`src/rtl/rv_isa_pkg.sv`:
```
`default_nettype none

package rv_isa_pkg;

	// Major opcodes of the RV32I subset handled by the execute stage.
	localparam logic [6:0] OPC_LUI    = 7'b0110111;
	localparam logic [6:0] OPC_AUIPC  = 7'b0010111;
	localparam logic [6:0] OPC_JAL    = 7'b1101111;
	localparam logic [6:0] OPC_JALR   = 7'b1100111;
	localparam logic [6:0] OPC_BRANCH = 7'b1100011;
	localparam logic [6:0] OPC_STORE  = 7'b0100011;
	localparam logic [6:0] OPC_OP_IMM = 7'b0010011;
	localparam logic [6:0] OPC_OP     = 7'b0110011;
	localparam logic [6:0] OPC_SYSTEM = 7'b1110011; // Only CSRRW and CSRRS are decoded.

	// Integer ALU funct3 codes, shared by OP and OP-IMM.
	localparam logic [2:0] F3_ADD  = 3'b000;
	localparam logic [2:0] F3_SLL  = 3'b001;
	localparam logic [2:0] F3_SLT  = 3'b010;
	localparam logic [2:0] F3_SLTU = 3'b011;
	localparam logic [2:0] F3_XOR  = 3'b100;
	localparam logic [2:0] F3_SR   = 3'b101; // funct7 bit 5 picks SRA over SRL.
	localparam logic [2:0] F3_OR   = 3'b110;
	localparam logic [2:0] F3_AND  = 3'b111;

	localparam logic [2:0] F3_BEQ  = 3'b000;
	localparam logic [2:0] F3_BNE  = 3'b001;
	localparam logic [2:0] F3_BLT  = 3'b100;
	localparam logic [2:0] F3_BGE  = 3'b101;
	localparam logic [2:0] F3_BLTU = 3'b110;
	localparam logic [2:0] F3_BGEU = 3'b111;

	localparam logic [2:0] F3_SB = 3'b000;
	localparam logic [2:0] F3_SH = 3'b001;
	localparam logic [2:0] F3_SW = 3'b010;

	localparam logic [2:0] F3_CSRRW = 3'b001;
	localparam logic [2:0] F3_CSRRS = 3'b010;

	typedef enum logic [2:0] {
		FMT_R = 3'd0,
		FMT_I = 3'd1,
		FMT_S = 3'd2,
		FMT_B = 3'd3,
		FMT_U = 3'd4,
		FMT_J = 3'd5
	} fmt_e;

	typedef struct packed {
		logic [6:0] funct7;
		logic [4:0] rs2;
		logic [4:0] rs1;
		logic [2:0] funct3;
		logic [4:0] rd;
		logic [6:0] opcode;
	} r_view_s;

	typedef struct packed {
		logic [11:0] imm_hi;
		logic [4:0]  rs1;
		logic [2:0]  funct3;
		logic [4:0]  rd;
		logic [6:0]  opcode;
	} i_view_s;

	// The same instruction word seen as R-format fields or as an immediate form.
	typedef union packed {
		r_view_s r;
		i_view_s i;
	} inst_u;

endpackage

`default_nettype wire

```
`src/rtl/exec_uarch_pkg.sv`:
```
`default_nettype none

package exec_uarch_pkg;

	typedef enum logic [3:0] {
		ALU_ADD   = 4'd0,
		ALU_SUB   = 4'd1,
		ALU_AND   = 4'd2,
		ALU_XOR   = 4'd3,
		ALU_OR    = 4'd4,
		ALU_SRL   = 4'd5,
		ALU_SRA   = 4'd6,
		ALU_SLL   = 4'd7,
		ALU_LESS  = 4'd8,
		ALU_ULESS = 4'd9
	} alu_op_e;

	// One decoded instruction as it sits in the operation queue.
	typedef struct packed {
		logic [6:0]       opcode;
		rv_isa_pkg::fmt_e fmt;
		logic [2:0]       funct3;
		alu_op_e          alu_op;
		logic [4:0]       rd;
		logic [31:0]      pc;
		logic [31:0]      src1;
		logic [31:0]      src2;
		logic [31:0]      imm;
		logic [31:0]      csr_val;
	} dec_op_s;

endpackage

`default_nettype wire

```
`src/rtl/op_bus_if.sv`:
```
`timescale 1ns/1ps
`default_nettype none

interface op_bus_if (
	input wire clk,
	input wire arst_n
);

	logic                    cyc;
	logic                    stb;
	logic                    we;
	logic                    ack;
	exec_uarch_pkg::dec_op_s dat_w; // Master to slave.
	exec_uarch_pkg::dec_op_s dat_r; // Slave to master, valid while ack is high.

	modport master (output cyc, stb, we, dat_w, input ack, dat_r);
	modport slave (input cyc, stb, we, dat_w, output ack, dat_r);

	// A slave may only answer a strobe that the master is still holding.
	ack_in_stb_a: assert property (@(posedge clk) disable iff (!arst_n) ack |-> stb);

endinterface

`default_nettype wire

```
`src/rtl/inst_decoder.sv`:
```
`timescale 1ns/1ps
`default_nettype none

module inst_decoder (
	input  wire          clk,
	input  wire          arst_n,
	input  wire          in_cyc,
	input  wire          in_stb,
	input  wire   [31:0] in_dat_inst,
	input  wire   [31:0] in_dat_pc,
	input  wire   [31:0] in_dat_src1,
	input  wire   [31:0] in_dat_src2,
	input  wire   [31:0] in_dat_csr,
	output logic         in_ack,
	op_bus_if.master     wr_bus
);

	rv_isa_pkg::inst_u       inst;
	rv_isa_pkg::fmt_e        fmt;
	logic [31:0]             imm;
	exec_uarch_pkg::alu_op_e alu_op;

	assign inst = in_dat_inst;

	always_comb begin
		case (inst.r.opcode)
			rv_isa_pkg::OPC_LUI,
			rv_isa_pkg::OPC_AUIPC:  fmt = rv_isa_pkg::FMT_U;
			rv_isa_pkg::OPC_JAL:    fmt = rv_isa_pkg::FMT_J;
			rv_isa_pkg::OPC_BRANCH: fmt = rv_isa_pkg::FMT_B;
			rv_isa_pkg::OPC_STORE:  fmt = rv_isa_pkg::FMT_S;
			rv_isa_pkg::OPC_JALR,
			rv_isa_pkg::OPC_OP_IMM,
			rv_isa_pkg::OPC_SYSTEM: fmt = rv_isa_pkg::FMT_I;
			default:                fmt = rv_isa_pkg::FMT_R;
		endcase
	end

	// Immediates are rebuilt from the two views of the word, sign bit always at bit 31.
	always_comb begin
		case (fmt)
			rv_isa_pkg::FMT_I: imm = {{20{inst.i.imm_hi[11]}}, inst.i.imm_hi};
			rv_isa_pkg::FMT_S: imm = {{20{inst.r.funct7[6]}}, inst.r.funct7, inst.r.rd};
			rv_isa_pkg::FMT_B: imm = {{20{inst.r.funct7[6]}}, inst.r.rd[0],
				inst.r.funct7[5:0], inst.r.rd[4:1], 1'b0};
			rv_isa_pkg::FMT_U: imm = {inst.i.imm_hi, inst.i.rs1, inst.i.funct3, 12'h000};
			rv_isa_pkg::FMT_J: imm = {{12{inst.i.imm_hi[11]}}, inst.i.rs1, inst.i.funct3,
				inst.i.imm_hi[0], inst.i.imm_hi[10:1], 1'b0};
			default:           imm = 32'h0;
		endcase
	end

	always_comb begin
		alu_op = exec_uarch_pkg::ALU_ADD; // Address and link arithmetic.
		if (fmt == rv_isa_pkg::FMT_R || fmt == rv_isa_pkg::FMT_I) begin
			case (inst.i.funct3)
				rv_isa_pkg::F3_ADD:  alu_op = (fmt == rv_isa_pkg::FMT_R && inst.r.funct7[5]) ?
					exec_uarch_pkg::ALU_SUB : exec_uarch_pkg::ALU_ADD;
				rv_isa_pkg::F3_SLL:  alu_op = exec_uarch_pkg::ALU_SLL;
				rv_isa_pkg::F3_SLT:  alu_op = exec_uarch_pkg::ALU_LESS;
				rv_isa_pkg::F3_SLTU: alu_op = exec_uarch_pkg::ALU_ULESS;
				rv_isa_pkg::F3_XOR:  alu_op = exec_uarch_pkg::ALU_XOR;
				rv_isa_pkg::F3_SR:   alu_op = inst.r.funct7[5] ?
					exec_uarch_pkg::ALU_SRA : exec_uarch_pkg::ALU_SRL;
				rv_isa_pkg::F3_OR:   alu_op = exec_uarch_pkg::ALU_OR;
				rv_isa_pkg::F3_AND:  alu_op = exec_uarch_pkg::ALU_AND;
			endcase
		end
	end

	always_comb begin
		wr_bus.dat_w.opcode  = inst.r.opcode;
		wr_bus.dat_w.fmt     = fmt;
		wr_bus.dat_w.funct3  = inst.r.funct3;
		wr_bus.dat_w.alu_op  = alu_op;
		wr_bus.dat_w.rd      = inst.r.rd;
		wr_bus.dat_w.pc      = in_dat_pc;
		wr_bus.dat_w.src1    = in_dat_src1;
		wr_bus.dat_w.src2    = in_dat_src2;
		wr_bus.dat_w.imm     = imm;
		wr_bus.dat_w.csr_val = in_dat_csr;
	end

	// The queue handshake is passed straight through to the issue master.
	assign wr_bus.cyc = in_cyc;
	assign wr_bus.stb = in_stb;
	assign wr_bus.we  = 1'b1;
	assign in_ack     = wr_bus.ack;

	// The issue master must hold the packet until the queue takes it.
	dat_hold_a: assert property (@(posedge clk) disable iff (!arst_n)
		wr_bus.stb && !wr_bus.ack |=> wr_bus.stb && $stable(wr_bus.dat_w));

endmodule

`default_nettype wire

```
`src/rtl/op_queue.sv`:
```
`timescale 1ns/1ps
`default_nettype none

module op_queue #(
	parameter int QUEUE_DEPTH = 4
) (
	input wire      clk,
	input wire      arst_n,
	op_bus_if.slave wr_bus,
	op_bus_if.slave rd_bus
);

	localparam int PTR_W = $clog2(QUEUE_DEPTH);

	exec_uarch_pkg::dec_op_s mem [QUEUE_DEPTH];
	exec_uarch_pkg::dec_op_s rd_dat;
	logic [PTR_W-1:0]        wr_ptr;
	logic [PTR_W-1:0]        rd_ptr;
	logic [PTR_W:0]          count;
	logic                    wr_ack;
	logic                    rd_ack;
	logic                    wr_go;
	logic                    rd_go;

	// A transfer is taken on the strobe edge and acknowledged one cycle later.
	assign wr_go = wr_bus.cyc && wr_bus.stb && wr_bus.we && !wr_ack && (count != QUEUE_DEPTH);
	assign rd_go = rd_bus.cyc && rd_bus.stb && !rd_bus.we && !rd_ack && (count != 0);

	always_ff @(posedge clk or negedge arst_n) begin
		if (!arst_n) begin
			wr_ptr <= '0;
			rd_ptr <= '0;
			count  <= '0;
			wr_ack <= 1'b0;
			rd_ack <= 1'b0;
		end else begin
			wr_ack <= wr_go;
			rd_ack <= rd_go;
			if (wr_go)
				wr_ptr <= wr_ptr + 1'b1; // Wraps, depth is a power of two.
			if (rd_go)
				rd_ptr <= rd_ptr + 1'b1;
			count <= count + (PTR_W + 1)'(wr_go) - (PTR_W + 1)'(rd_go);
		end
	end

	always_ff @(posedge clk) begin
		if (wr_go)
			mem[wr_ptr] <= wr_bus.dat_w;
		if (rd_go)
			rd_dat <= mem[rd_ptr]; // Valid in the ack cycle.
	end

	assign wr_bus.ack   = wr_ack;
	assign wr_bus.dat_r = '0;
	assign rd_bus.ack   = rd_ack;
	assign rd_bus.dat_r = rd_dat;

	// The pointers and the count move separately and must always tell the same fill level.
	ptr_count_a: assert property (@(posedge clk) disable iff (!arst_n)
		wr_ptr - rd_ptr == count[PTR_W-1:0]);
	count_range_a: assert property (@(posedge clk) disable iff (!arst_n)
		count <= QUEUE_DEPTH); // An overflow when full or an underflow when empty lands here.

endmodule

`default_nettype wire

```
`src/rtl/exec_unit.sv`:
```
`timescale 1ns/1ps
`default_nettype none

module exec_unit (
	input  wire          clk,
	input  wire          arst_n,
	op_bus_if.master     rd_bus,
	output logic         res_cyc,
	output logic         res_stb,
	output logic         res_we,
	output logic  [4:0]  res_adr,
	output logic  [31:0] res_dat,
	output logic  [31:0] res_jump,
	output logic  [31:0] res_csr_wdata,
	output logic  [3:0]  res_wmask,
	input  wire          res_ack
);

	typedef enum logic [1:0] {
		ST_IDLE,
		ST_READ,
		ST_WRITE
	} state_e;

	state_e                  state;
	exec_uarch_pkg::dec_op_s op;
	logic [31:0]             lop;
	logic [31:0]             rop;
	logic [4:0]              shamt;
	logic [31:0]             val;
	logic                    jump_cond;
	logic                    jump_en;
	logic [31:0]             jump;
	logic [31:0]             csr_wdata;
	logic [3:0]              wmask;

	assign op    = rd_bus.dat_r;
	assign shamt = rop[4:0];

	always_comb begin
		case (op.opcode)
			rv_isa_pkg::OPC_LUI: lop = 32'h0;
			rv_isa_pkg::OPC_AUIPC,
			rv_isa_pkg::OPC_JAL,
			rv_isa_pkg::OPC_JALR: lop = op.pc;
			default: lop = op.src1;
		endcase
		case (op.opcode)
			rv_isa_pkg::OPC_JAL,
			rv_isa_pkg::OPC_JALR: rop = 32'd4; // Link value is pc + 4.
			rv_isa_pkg::OPC_OP: rop = op.src2;
			default: rop = op.imm;
		endcase
	end

	always_comb begin
		case (op.alu_op)
			exec_uarch_pkg::ALU_ADD:   val = lop + rop;
			exec_uarch_pkg::ALU_SUB:   val = lop - rop;
			exec_uarch_pkg::ALU_AND:   val = lop & rop;
			exec_uarch_pkg::ALU_XOR:   val = lop ^ rop;
			exec_uarch_pkg::ALU_OR:    val = lop | rop;
			exec_uarch_pkg::ALU_SRL:   val = lop >> shamt;
			exec_uarch_pkg::ALU_SRA:   val = $unsigned($signed(lop) >>> shamt);
			exec_uarch_pkg::ALU_SLL:   val = lop << shamt;
			exec_uarch_pkg::ALU_LESS:  val = {31'h0, $signed(lop) < $signed(rop)};
			exec_uarch_pkg::ALU_ULESS: val = {31'h0, lop < rop};
			default:                   val = 32'h0;
		endcase
	end

	always_comb begin
		case (op.funct3)
			rv_isa_pkg::F3_BEQ:  jump_cond = op.src1 == op.src2;
			rv_isa_pkg::F3_BNE:  jump_cond = op.src1 != op.src2;
			rv_isa_pkg::F3_BLT:  jump_cond = $signed(op.src1) < $signed(op.src2);
			rv_isa_pkg::F3_BGE:  jump_cond = $signed(op.src1) >= $signed(op.src2);
			rv_isa_pkg::F3_BLTU: jump_cond = op.src1 < op.src2;
			rv_isa_pkg::F3_BGEU: jump_cond = op.src1 >= op.src2;
			default:             jump_cond = 1'b0;
		endcase
	end

	// JALR is the only I-format jump and takes its base from src1.
	assign jump_en = (op.fmt == rv_isa_pkg::FMT_J) || (op.opcode == rv_isa_pkg::OPC_JALR) ||
		(op.fmt == rv_isa_pkg::FMT_B && jump_cond);
	assign jump = ((op.fmt == rv_isa_pkg::FMT_I ? op.src1 : op.pc) + op.imm) & {32{jump_en}};

	always_comb begin
		case (op.funct3[1:0])
			rv_isa_pkg::F3_SB[1:0]: wmask = 4'h1;
			rv_isa_pkg::F3_SH[1:0]: wmask = 4'h3;
			rv_isa_pkg::F3_SW[1:0]: wmask = 4'hf;
			default:                wmask = 4'h0;
		endcase
		case (op.funct3)
			rv_isa_pkg::F3_CSRRS: csr_wdata = op.src1 | op.csr_val;
			rv_isa_pkg::F3_CSRRW: csr_wdata = op.src1;
			default:              csr_wdata = 32'h0;
		endcase
	end

	always_ff @(posedge clk or negedge arst_n) begin
		if (!arst_n) begin
			state <= ST_IDLE;
		end else begin
			case (state)
				ST_IDLE: state <= ST_READ;
				ST_READ: if (rd_bus.ack) state <= ST_WRITE;
				ST_WRITE: if (res_ack) state <= ST_IDLE; // Sink may stall for any time.
				default: state <= ST_IDLE;
			endcase
		end
	end

	always_ff @(posedge clk) begin
		if (state == ST_READ && rd_bus.ack) begin
			res_adr       <= op.rd;
			res_dat       <= val;
			res_jump      <= jump;
			res_csr_wdata <= csr_wdata;
			res_wmask     <= wmask;
		end
	end

	assign rd_bus.cyc   = state == ST_READ;
	assign rd_bus.stb   = state == ST_READ;
	assign rd_bus.we    = 1'b0;
	assign rd_bus.dat_w = '0;
	assign res_cyc      = state == ST_WRITE;
	assign res_stb      = state == ST_WRITE;
	assign res_we       = state == ST_WRITE;

	res_hold_a: assert property (@(posedge clk) disable iff (!arst_n)
		res_stb && !res_ack |=> res_stb &&
		$stable({res_adr, res_dat, res_jump, res_csr_wdata, res_wmask}));

endmodule

`default_nettype wire

```
`src/rtl/exec_top.sv`:
```
`timescale 1ns/1ps
`default_nettype none

module exec_top #(
	parameter int QUEUE_DEPTH = 4
) (
	input  wire          clk,
	input  wire          arst_n,
	input  wire          in_cyc,
	input  wire          in_stb,
	input  wire   [31:0] in_dat_inst,
	input  wire   [31:0] in_dat_pc,
	input  wire   [31:0] in_dat_src1,
	input  wire   [31:0] in_dat_src2,
	input  wire   [31:0] in_dat_csr,
	output logic         in_ack,
	output logic         res_cyc,
	output logic         res_stb,
	output logic         res_we,
	output logic  [4:0]  res_adr,
	output logic  [31:0] res_dat,
	output logic  [31:0] res_jump,
	output logic  [31:0] res_csr_wdata,
	output logic  [3:0]  res_wmask,
	input  wire          res_ack
);

	op_bus_if wr_bus (.clk(clk), .arst_n(arst_n)); // Decoder into the queue.
	op_bus_if rd_bus (.clk(clk), .arst_n(arst_n)); // Queue out to the execute unit.

	inst_decoder inst_decoder_i (
		.clk         (clk),
		.arst_n      (arst_n),
		.in_cyc      (in_cyc),
		.in_stb      (in_stb),
		.in_dat_inst (in_dat_inst),
		.in_dat_pc   (in_dat_pc),
		.in_dat_src1 (in_dat_src1),
		.in_dat_src2 (in_dat_src2),
		.in_dat_csr  (in_dat_csr),
		.in_ack      (in_ack),
		.wr_bus      (wr_bus.master)
	);

	op_queue #(.QUEUE_DEPTH(QUEUE_DEPTH)) op_queue_i (
		.clk    (clk),
		.arst_n (arst_n),
		.wr_bus (wr_bus.slave),
		.rd_bus (rd_bus.slave)
	);

	exec_unit exec_unit_i (
		.clk           (clk),
		.arst_n        (arst_n),
		.rd_bus        (rd_bus.master),
		.res_cyc       (res_cyc),
		.res_stb       (res_stb),
		.res_we        (res_we),
		.res_adr       (res_adr),
		.res_dat       (res_dat),
		.res_jump      (res_jump),
		.res_csr_wdata (res_csr_wdata),
		.res_wmask     (res_wmask),
		.res_ack       (res_ack)
	);

endmodule

`default_nettype wire

```
`config.mk`:
```
export PLATFORM = sky130hd
export DESIGN_NAME = exec_top
export DESIGN_NICKNAME = d
export VERILOG_FILES = /design/src/rtl/rv_isa_pkg.sv /design/src/rtl/exec_uarch_pkg.sv /design/src/rtl/op_bus_if.sv /design/src/rtl/inst_decoder.sv /design/src/rtl/op_queue.sv /design/src/rtl/exec_unit.sv /design/src/rtl/exec_top.sv
export SDC_FILE = /design/constraint.sdc
export NUM_CORES = 1
export LEC_CHECK = 0
export CAP_MARGIN = 25
export CORE_ASPECT_RATIO = 2
export CORE_MARGIN = 3
export CORE_UTILIZATION = 40
export DETAILED_ROUTE_END_ITERATION = 6
export DONT_BUFFER_PORTS = 1
export HOLD_SLACK_MARGIN = 0.03
export SYNTH_ARGS = -nofsm -noshare
export SYNTH_HDL_FRONTEND = slang
export SYNTH_HIERARCHICAL = 1
export SYNTH_SLANG_ARGS = --single-unit
```
`constraint.sdc`:
```
create_clock -name clk -period 11.3 [get_ports clk]
set_input_delay 0.565 -clock clk [delete_from_list [all_inputs] [get_ports clk]]
set_output_delay 0.565 -clock clk [all_outputs]
set_load 0.01 [all_outputs]
```
Word-level counts from Yosys, hierarchy flattened
Memories as Yosys holds them, arrays and structs flattened. A register that Yosys moved wholly into a read port is not among the register bits.
Cells that the tools add are included.
- RAM bits: 728
- output and inout port bits: 109
- memories: 1
- flip-flop bits (word level): 116
- ROM bits: 0
- logic and storage cells: 128
- input port bits: 165
- latch bits: 0
- muxes and demuxes: 18
- div/mod/pow operators: 0
- bitwise operators: 5
- reduce and logical (&&, ||, !) cells: 25
- add/subtract/negate cells: 7
- equal/unequal tests: 52
- magnitude comparators: 6
- $mul: 0
- shift-type cells: 3
- memory list (memory ; depth ; bits a word ; read ports ; clocked after Yosys merged registers in ; write ports ; line ; text):
    op_queue_i.mem ; 4 ; 182 ; 1 ; 1 ; 1 ; op_queue.sv:15 ; exec_uarch_pkg::dec_op_s mem [QUEUE_DEPTH];
- operator list (kind ; number):
    one-hot mux 32 bit (10 select lines) ; 1
    one-hot mux 32 bit (2 select lines) ; 3
    one-hot mux 32 bit (5 select lines) ; 1
    less-than comparator 32 bit ; 4
    adder 32 bit ; 2
    bitwise AND 32 bit ; 2
    greater-or-equal comparator 32 bit ; 2
    bitwise OR 32 bit ; 2
    == test 7 bit (second input constant) ; 6
    == test 3 bit (second input constant) ; 11
    == test 32 bit ; 1
    two-way mux 32 bit ; 1
    != test 32 bit ; 1
    one-hot mux 4 bit (8 select lines) ; 1
    left shift 32 x 5 -> 32 bit ; 1
    right shift 32 x 5 -> 32 bit ; 1
    >>> shifter 32 x 5 -> 32 bit ; 1
    subtractor 32 bit ; 1
    XOR 32 bit ; 1
    == test 7 x 6 -> 1 bit (second input constant) ; 4
    == test 7 x 5 -> 1 bit (second input constant) ; 3
    == test 3 x 2 -> 1 bit (second input constant) ; 6
    == test 4 x 3 -> 1 bit (second input constant) ; 4
    one-hot mux 3 bit (5 select lines) ; 1
    other kinds (28) ; 55

Logic depth before layout (Yosys ltp)
- word-level depth: 8
- mapped depth: 21
- depth with buffers taken out: 18

Hierarchy
Netlist, hierarchy kept.
- by module, submodules not included (module ; area an instance (µm²) ; instances ; sequential area each (µm²) ; cells each):
    op_queue ; 33634.8 ; 1 ; 27551.4 ; 1354
    exec_unit ; 17695.7 ; 1 ; 3173.0 ; 2230
    inst_decoder ; 1854.3 ; 1 ; 0.0 ; 261

Worst setup path before layout
OpenSTA, ideal clock, no wires.
- kind: register -> register
- start: register exec_unit_i.state[1]
- end: register op_queue_i.count[2]
- required time: 11.174 ns
- slack: 3.998 ns
- library setup time: 0.126 ns
- cell stages (with the launch flop): 12
- buffers on the path: 1
- arrival time: 7.175 ns
- period minus slack after synthesis: 7.302 ns
- cells stage by stage: dfrtp_1 nor2b_1 buf_4 nor4bb_1 o31a_1 ha_1 inv_1 ha_1 inv_1 fa_1 xnor2_1 xnor2_1
- word-level cells in the longest chain between the ends: 4
- ends and longest elaborated chain (element ; line ; text):
    start, declared ; exec_unit.sv:25 ; state_e state;
    start signal, assigned ; exec_unit.sv:105 ; state <= ST_IDLE;
    start signal, assigned ; exec_unit.sv:108 ; ST_IDLE: state <= ST_READ;
    start signal, assigned ; exec_unit.sv:109 ; ST_READ: if (rd_bus.ack) state <= ST_WRITE;
    == test 2 x 1 -> 1 bit ; exec_unit.sv:126 ; assign rd_bus.cyc = state == ST_READ;
    named net rd_bus.cyc ; op_bus_if.sv:9 ; logic cyc;
    logical AND 1 bit (2 in series) ; op_queue.sv:27 ; assign rd_go = rd_bus.cyc && rd_bus.stb && !rd_bus.we && !rd_ack && (count != 0);
    named net op_queue_i.rd_go ; op_queue.sv:23 ; logic rd_go;
    subtractor 3 x 1 -> 3 bit ; op_queue.sv:43 ; count <= count + (PTR_W + 1)'(wr_go) - (PTR_W + 1)'(rd_go);
    end signal, assigned ; op_queue.sv:43 ;
    end, declared ; op_queue.sv:19 ; logic [PTR_W:0] count;
The timed path passes the listed nets, and every way through them passes these cells.
A chain may end at the register's enable or synchronous reset.

Worst setup path in the final report
- start: register, netlist name op_queue_i/rd_bus.dat_r[177]
- end: register exec_unit_i.res_dat[29] (data pin)
- word-level cells in the longest chain between the ends: 5
- elaborated cells on any way between the ends: 18
- those cells by class: add/sub: 2; eq/ne: 5; shift: 3; mux: 3; bitwise: 3; reduce/logical: 2
- ends and longest elaborated chain (element ; line ; text):
    == test 7 x 5 -> 1 bit / == test 7 bit (equally long branches) ; exec_unit.sv:41, exec_unit.sv:48 ;
    OR reduction 3 bit / OR reduction 2 bit (equally long branches) ; exec_unit.sv:41, exec_unit.sv:48 ;
    one-hot mux 32 bit (2 select lines) (on tied branches) ; exec_unit.sv:41, exec_unit.sv:48 ;
    subtractor 32 bit, or another cell as far along ; exec_unit.sv:59 ; exec_uarch_pkg::ALU_SUB: val = lop - rop;
    one-hot mux 32 bit (10 select lines) (*) ; exec_unit.sv:57 ; case (op.alu_op)
    named net exec_unit_i.val[29] ; exec_unit.sv:30 ; logic [31:0] val;
    end signal, assigned ; exec_unit.sv:119 ; res_dat <= val;
    end, declared ; exec_unit.sv:12 ; output logic [31:0] res_dat,
Mark *: on every way through the listed nets, which the timed path passes. The rest lies on a longest branch.

==> impl_metrics.csv <==
group,metric,value,unit
routing,drtIter0Drc,3480,
logic_synthesis,synth_warnings,6,
critical_path,crit_buf_inv,1,
global_routing,grt_max_degree,122,
critical_path,worst-path-stages,15,
critical_path,cpLargestDelayFamily,"simple AND/OR/NAND/NOR gates",
global_routing,overflow,0,
clocking,cts_tree,"yes",
critical_path,critPathCapture,"exec_unit_i/res_dat[29]",
clocking,cts_resized,0,
sta,maxSlewViolCount,0,
critical_path,slowest_delay,0.98,ns
critical_path,crit_chain,"nor4b_2 -> and2_2 -> a22o_2 -> buf_4 -> ha_1 -> a21oi_1 -> or4b_2 -> nand3_1 -> a41o_1 -> a31o_2 -> a31o_2 -> a31oi_1 -> nor3_1 -> a211oi_1 -> nand3_1",
pwr,pwr_density_cell,291,nW/µm²
critical_path,crit_slowest_cell,"nor3_1",
die,chipWidth,257,µm
job,cap_violations,0,
routing,wl_per_cell,34.4,µm
routing,vias_per_cell,6.17,
cells_and_area,syn_to_final_growth,10.4,%
critical_path,r2r_setup_slack,4.95,ns
critical_path,critPathKind,"flop to flop",
outcome,violations,"design-rule violations",
cells_and_area,fin_nets,3811,
clocking,root_buffer,"clkbuf_16",
sta,setup_viol,0,
routing,firstDrtPassIters,7,
pwr,peakVddDrop,395,µV
critical_path,reg2reg_to,"exec_unit_i/res_dat[29]",
cells_and_area,drive_above_1_share,14.9,%
outcome,status,"finished with violations",
place,dp_hpwl,128000,µm
critical_path,worstPathArrival,6.91,ns
clocking,clk_latency,0.73,ns
global_routing,grt_first_pass_wirelength,250000,µm
cells_and_area,layout_common_cells,"edfxtp_1 (1014), mux4_2 (182), ha_1 (173), nor2_1 (169), a21oi_1 (161)",
global_routing,grt_util_all_layers,27.4,%
sta,finalClockSkew,0.0619,ns
hold_path,hp-class,"primary input to flop",
die,chipHeight,508,µm
logic_synthesis,synthCells,3480,
place,port-buffer-count,0,
clocking,post-cts-setup-buffers,0,
critical_path,reg2reg_depth,15,
routing,drc,1,
clocking,htreeDepth,3,
logic_synthesis,synth_nets,3822,
clocking,cts_buffers,89,
clocking,clk_path_buf_depth,3,
routing,vias,32252,
global_routing,grt_pass1_vias,31913,
critical_path,cp-startpoint,"op_queue_i/rd_bus.dat_r[177]",
clocking,cts_num_sinks,1025,
sta,timing.final.crit_share,56.2,%
cells_and_area,finalCoreUtilization,44.6,%
critical_path,cp-start-kind,"flop",
sta,timing.fmax,0.157,GHz
die,initial_core_util,40.4,%
cells_and_area,layout_commonest_cell,"edfxtp_1",
sta,slew_headroom,17.0,%
place,gp_congestion,1.15,
die,dieArea,131000,µm²
hold_path,hold_start,"in_stb",
sta,worst_pin_slew,1.25,ns
critical_path,crit_path_end_kind,"flop",
clocking,postCtsHoldBufs,145,
critical_path,crit_fanout,58,
global_routing,grt_antenna_before_repair,30,
logic_synthesis,netlist_area,50400,µm²
sta,hold_viol,0,
sta,rsz0062_at_grt,"false",
critical_path,timing.rr.start,"op_queue_i/rd_bus.dat_r[177]",
sta,layout_min_cycle_time,6.35,ns
clocking,clk_pin_slew_worst_paths,0.07,ns
sta,setup-tns-final,0,ns
pwr,power.leakage,19.2,nW
logic_synthesis,synth.avg_cell_area,14.5,µm²
die,io_pins,274,
die,core.rowCount,183,
routing,wirelength,180000,µm
die,coreArea,125000,µm²
routing,antenna_left,0,
critical_path,cp.required,11.85,ns
## final cells by class
cell class,count,area [µm²]
inverter,151,567
tap,1665,2080
sequential,1025,30700
multi-input combinational,1967,17100
clock inverter,65,771
timing repair buffer,235,2150
clock buffer,101,2270
fill,11110,69100
antenna,21,52.6
## worst reg2reg max path: cells and delay by family, from the launching register on
family	cells	cell delay, ns
and+or+nand+nor	6	3.17
buffers and inverters	1	0.55
AOI/OAI and AO/OA	7	1.69
DFF	1	0.48
adders and majority gates	1	0.29
## state kept, by name, indices dropped and copies added (netlist names), 3 cells and up
name                       cells
exec_unit_i/res_dat           32
exec_unit_i/res_csr_wdata     32
op_queue_i/mem               728
op_queue_i/rd_bus.dat_r      182
exec_unit_i/res_wmask          3
exec_unit_i/res_adr            5
op_queue_i/count               3
exec_unit_i/res_jump          32
## worst min-delay path by stage
| stage | end | cells after the start |
|---|---|---|
| CTS | op_queue_i/wr_bus.ack | 2 |
| global route | op_queue_i/mem[2][168] | 1 |
| global placement | op_queue_i/wr_ptr[0] | 0 |
| detailed placement | op_queue_i/wr_ptr[0] | 0 |
| finish | op_queue_i/wr_bus.ack | 2 |
| floorplan | exec_unit_i/state[0] | 0 |
## per-stage QoR
stage	area (µm²)	total power [mW]	hold WS, ns	setup slack [ns]	cells
3_3_place_gp	51000	12.6	0.270	5.36	4886
6_report	55700	16.2	0.0985	4.95	5230
2_1_floorplan	50400	10.1	0.269	4.00	3480
3_5_place_dp	51000	12.6	0.270	5.23	4888
5_1_grt	55700	16.8	0.0788	4.83	5219
4_1_cts	55500	15.9	0.0452	5.25	5199
## metal layers
metal,vias up,global-route usage [%],routed length [µm]
li1,13549,-,-
met1,16191,29.0,59400
met2,1802,44.5,85600
met3,688,8.23,15100
met4,22,24.0,19500
met5,-,0.0370,131
## power breakdown
group          total, mW  internal [mW]  leakage (nW)  switching [mW]
Sequential          5.79           5.01          9.32           0.771
Clock               3.18           1.77          1.48            1.41
Combinational       7.27           2.47          8.38            4.80
Total               16.2           9.25          19.2            6.98
No activity file was read; power rests on OpenSTA's default activity.
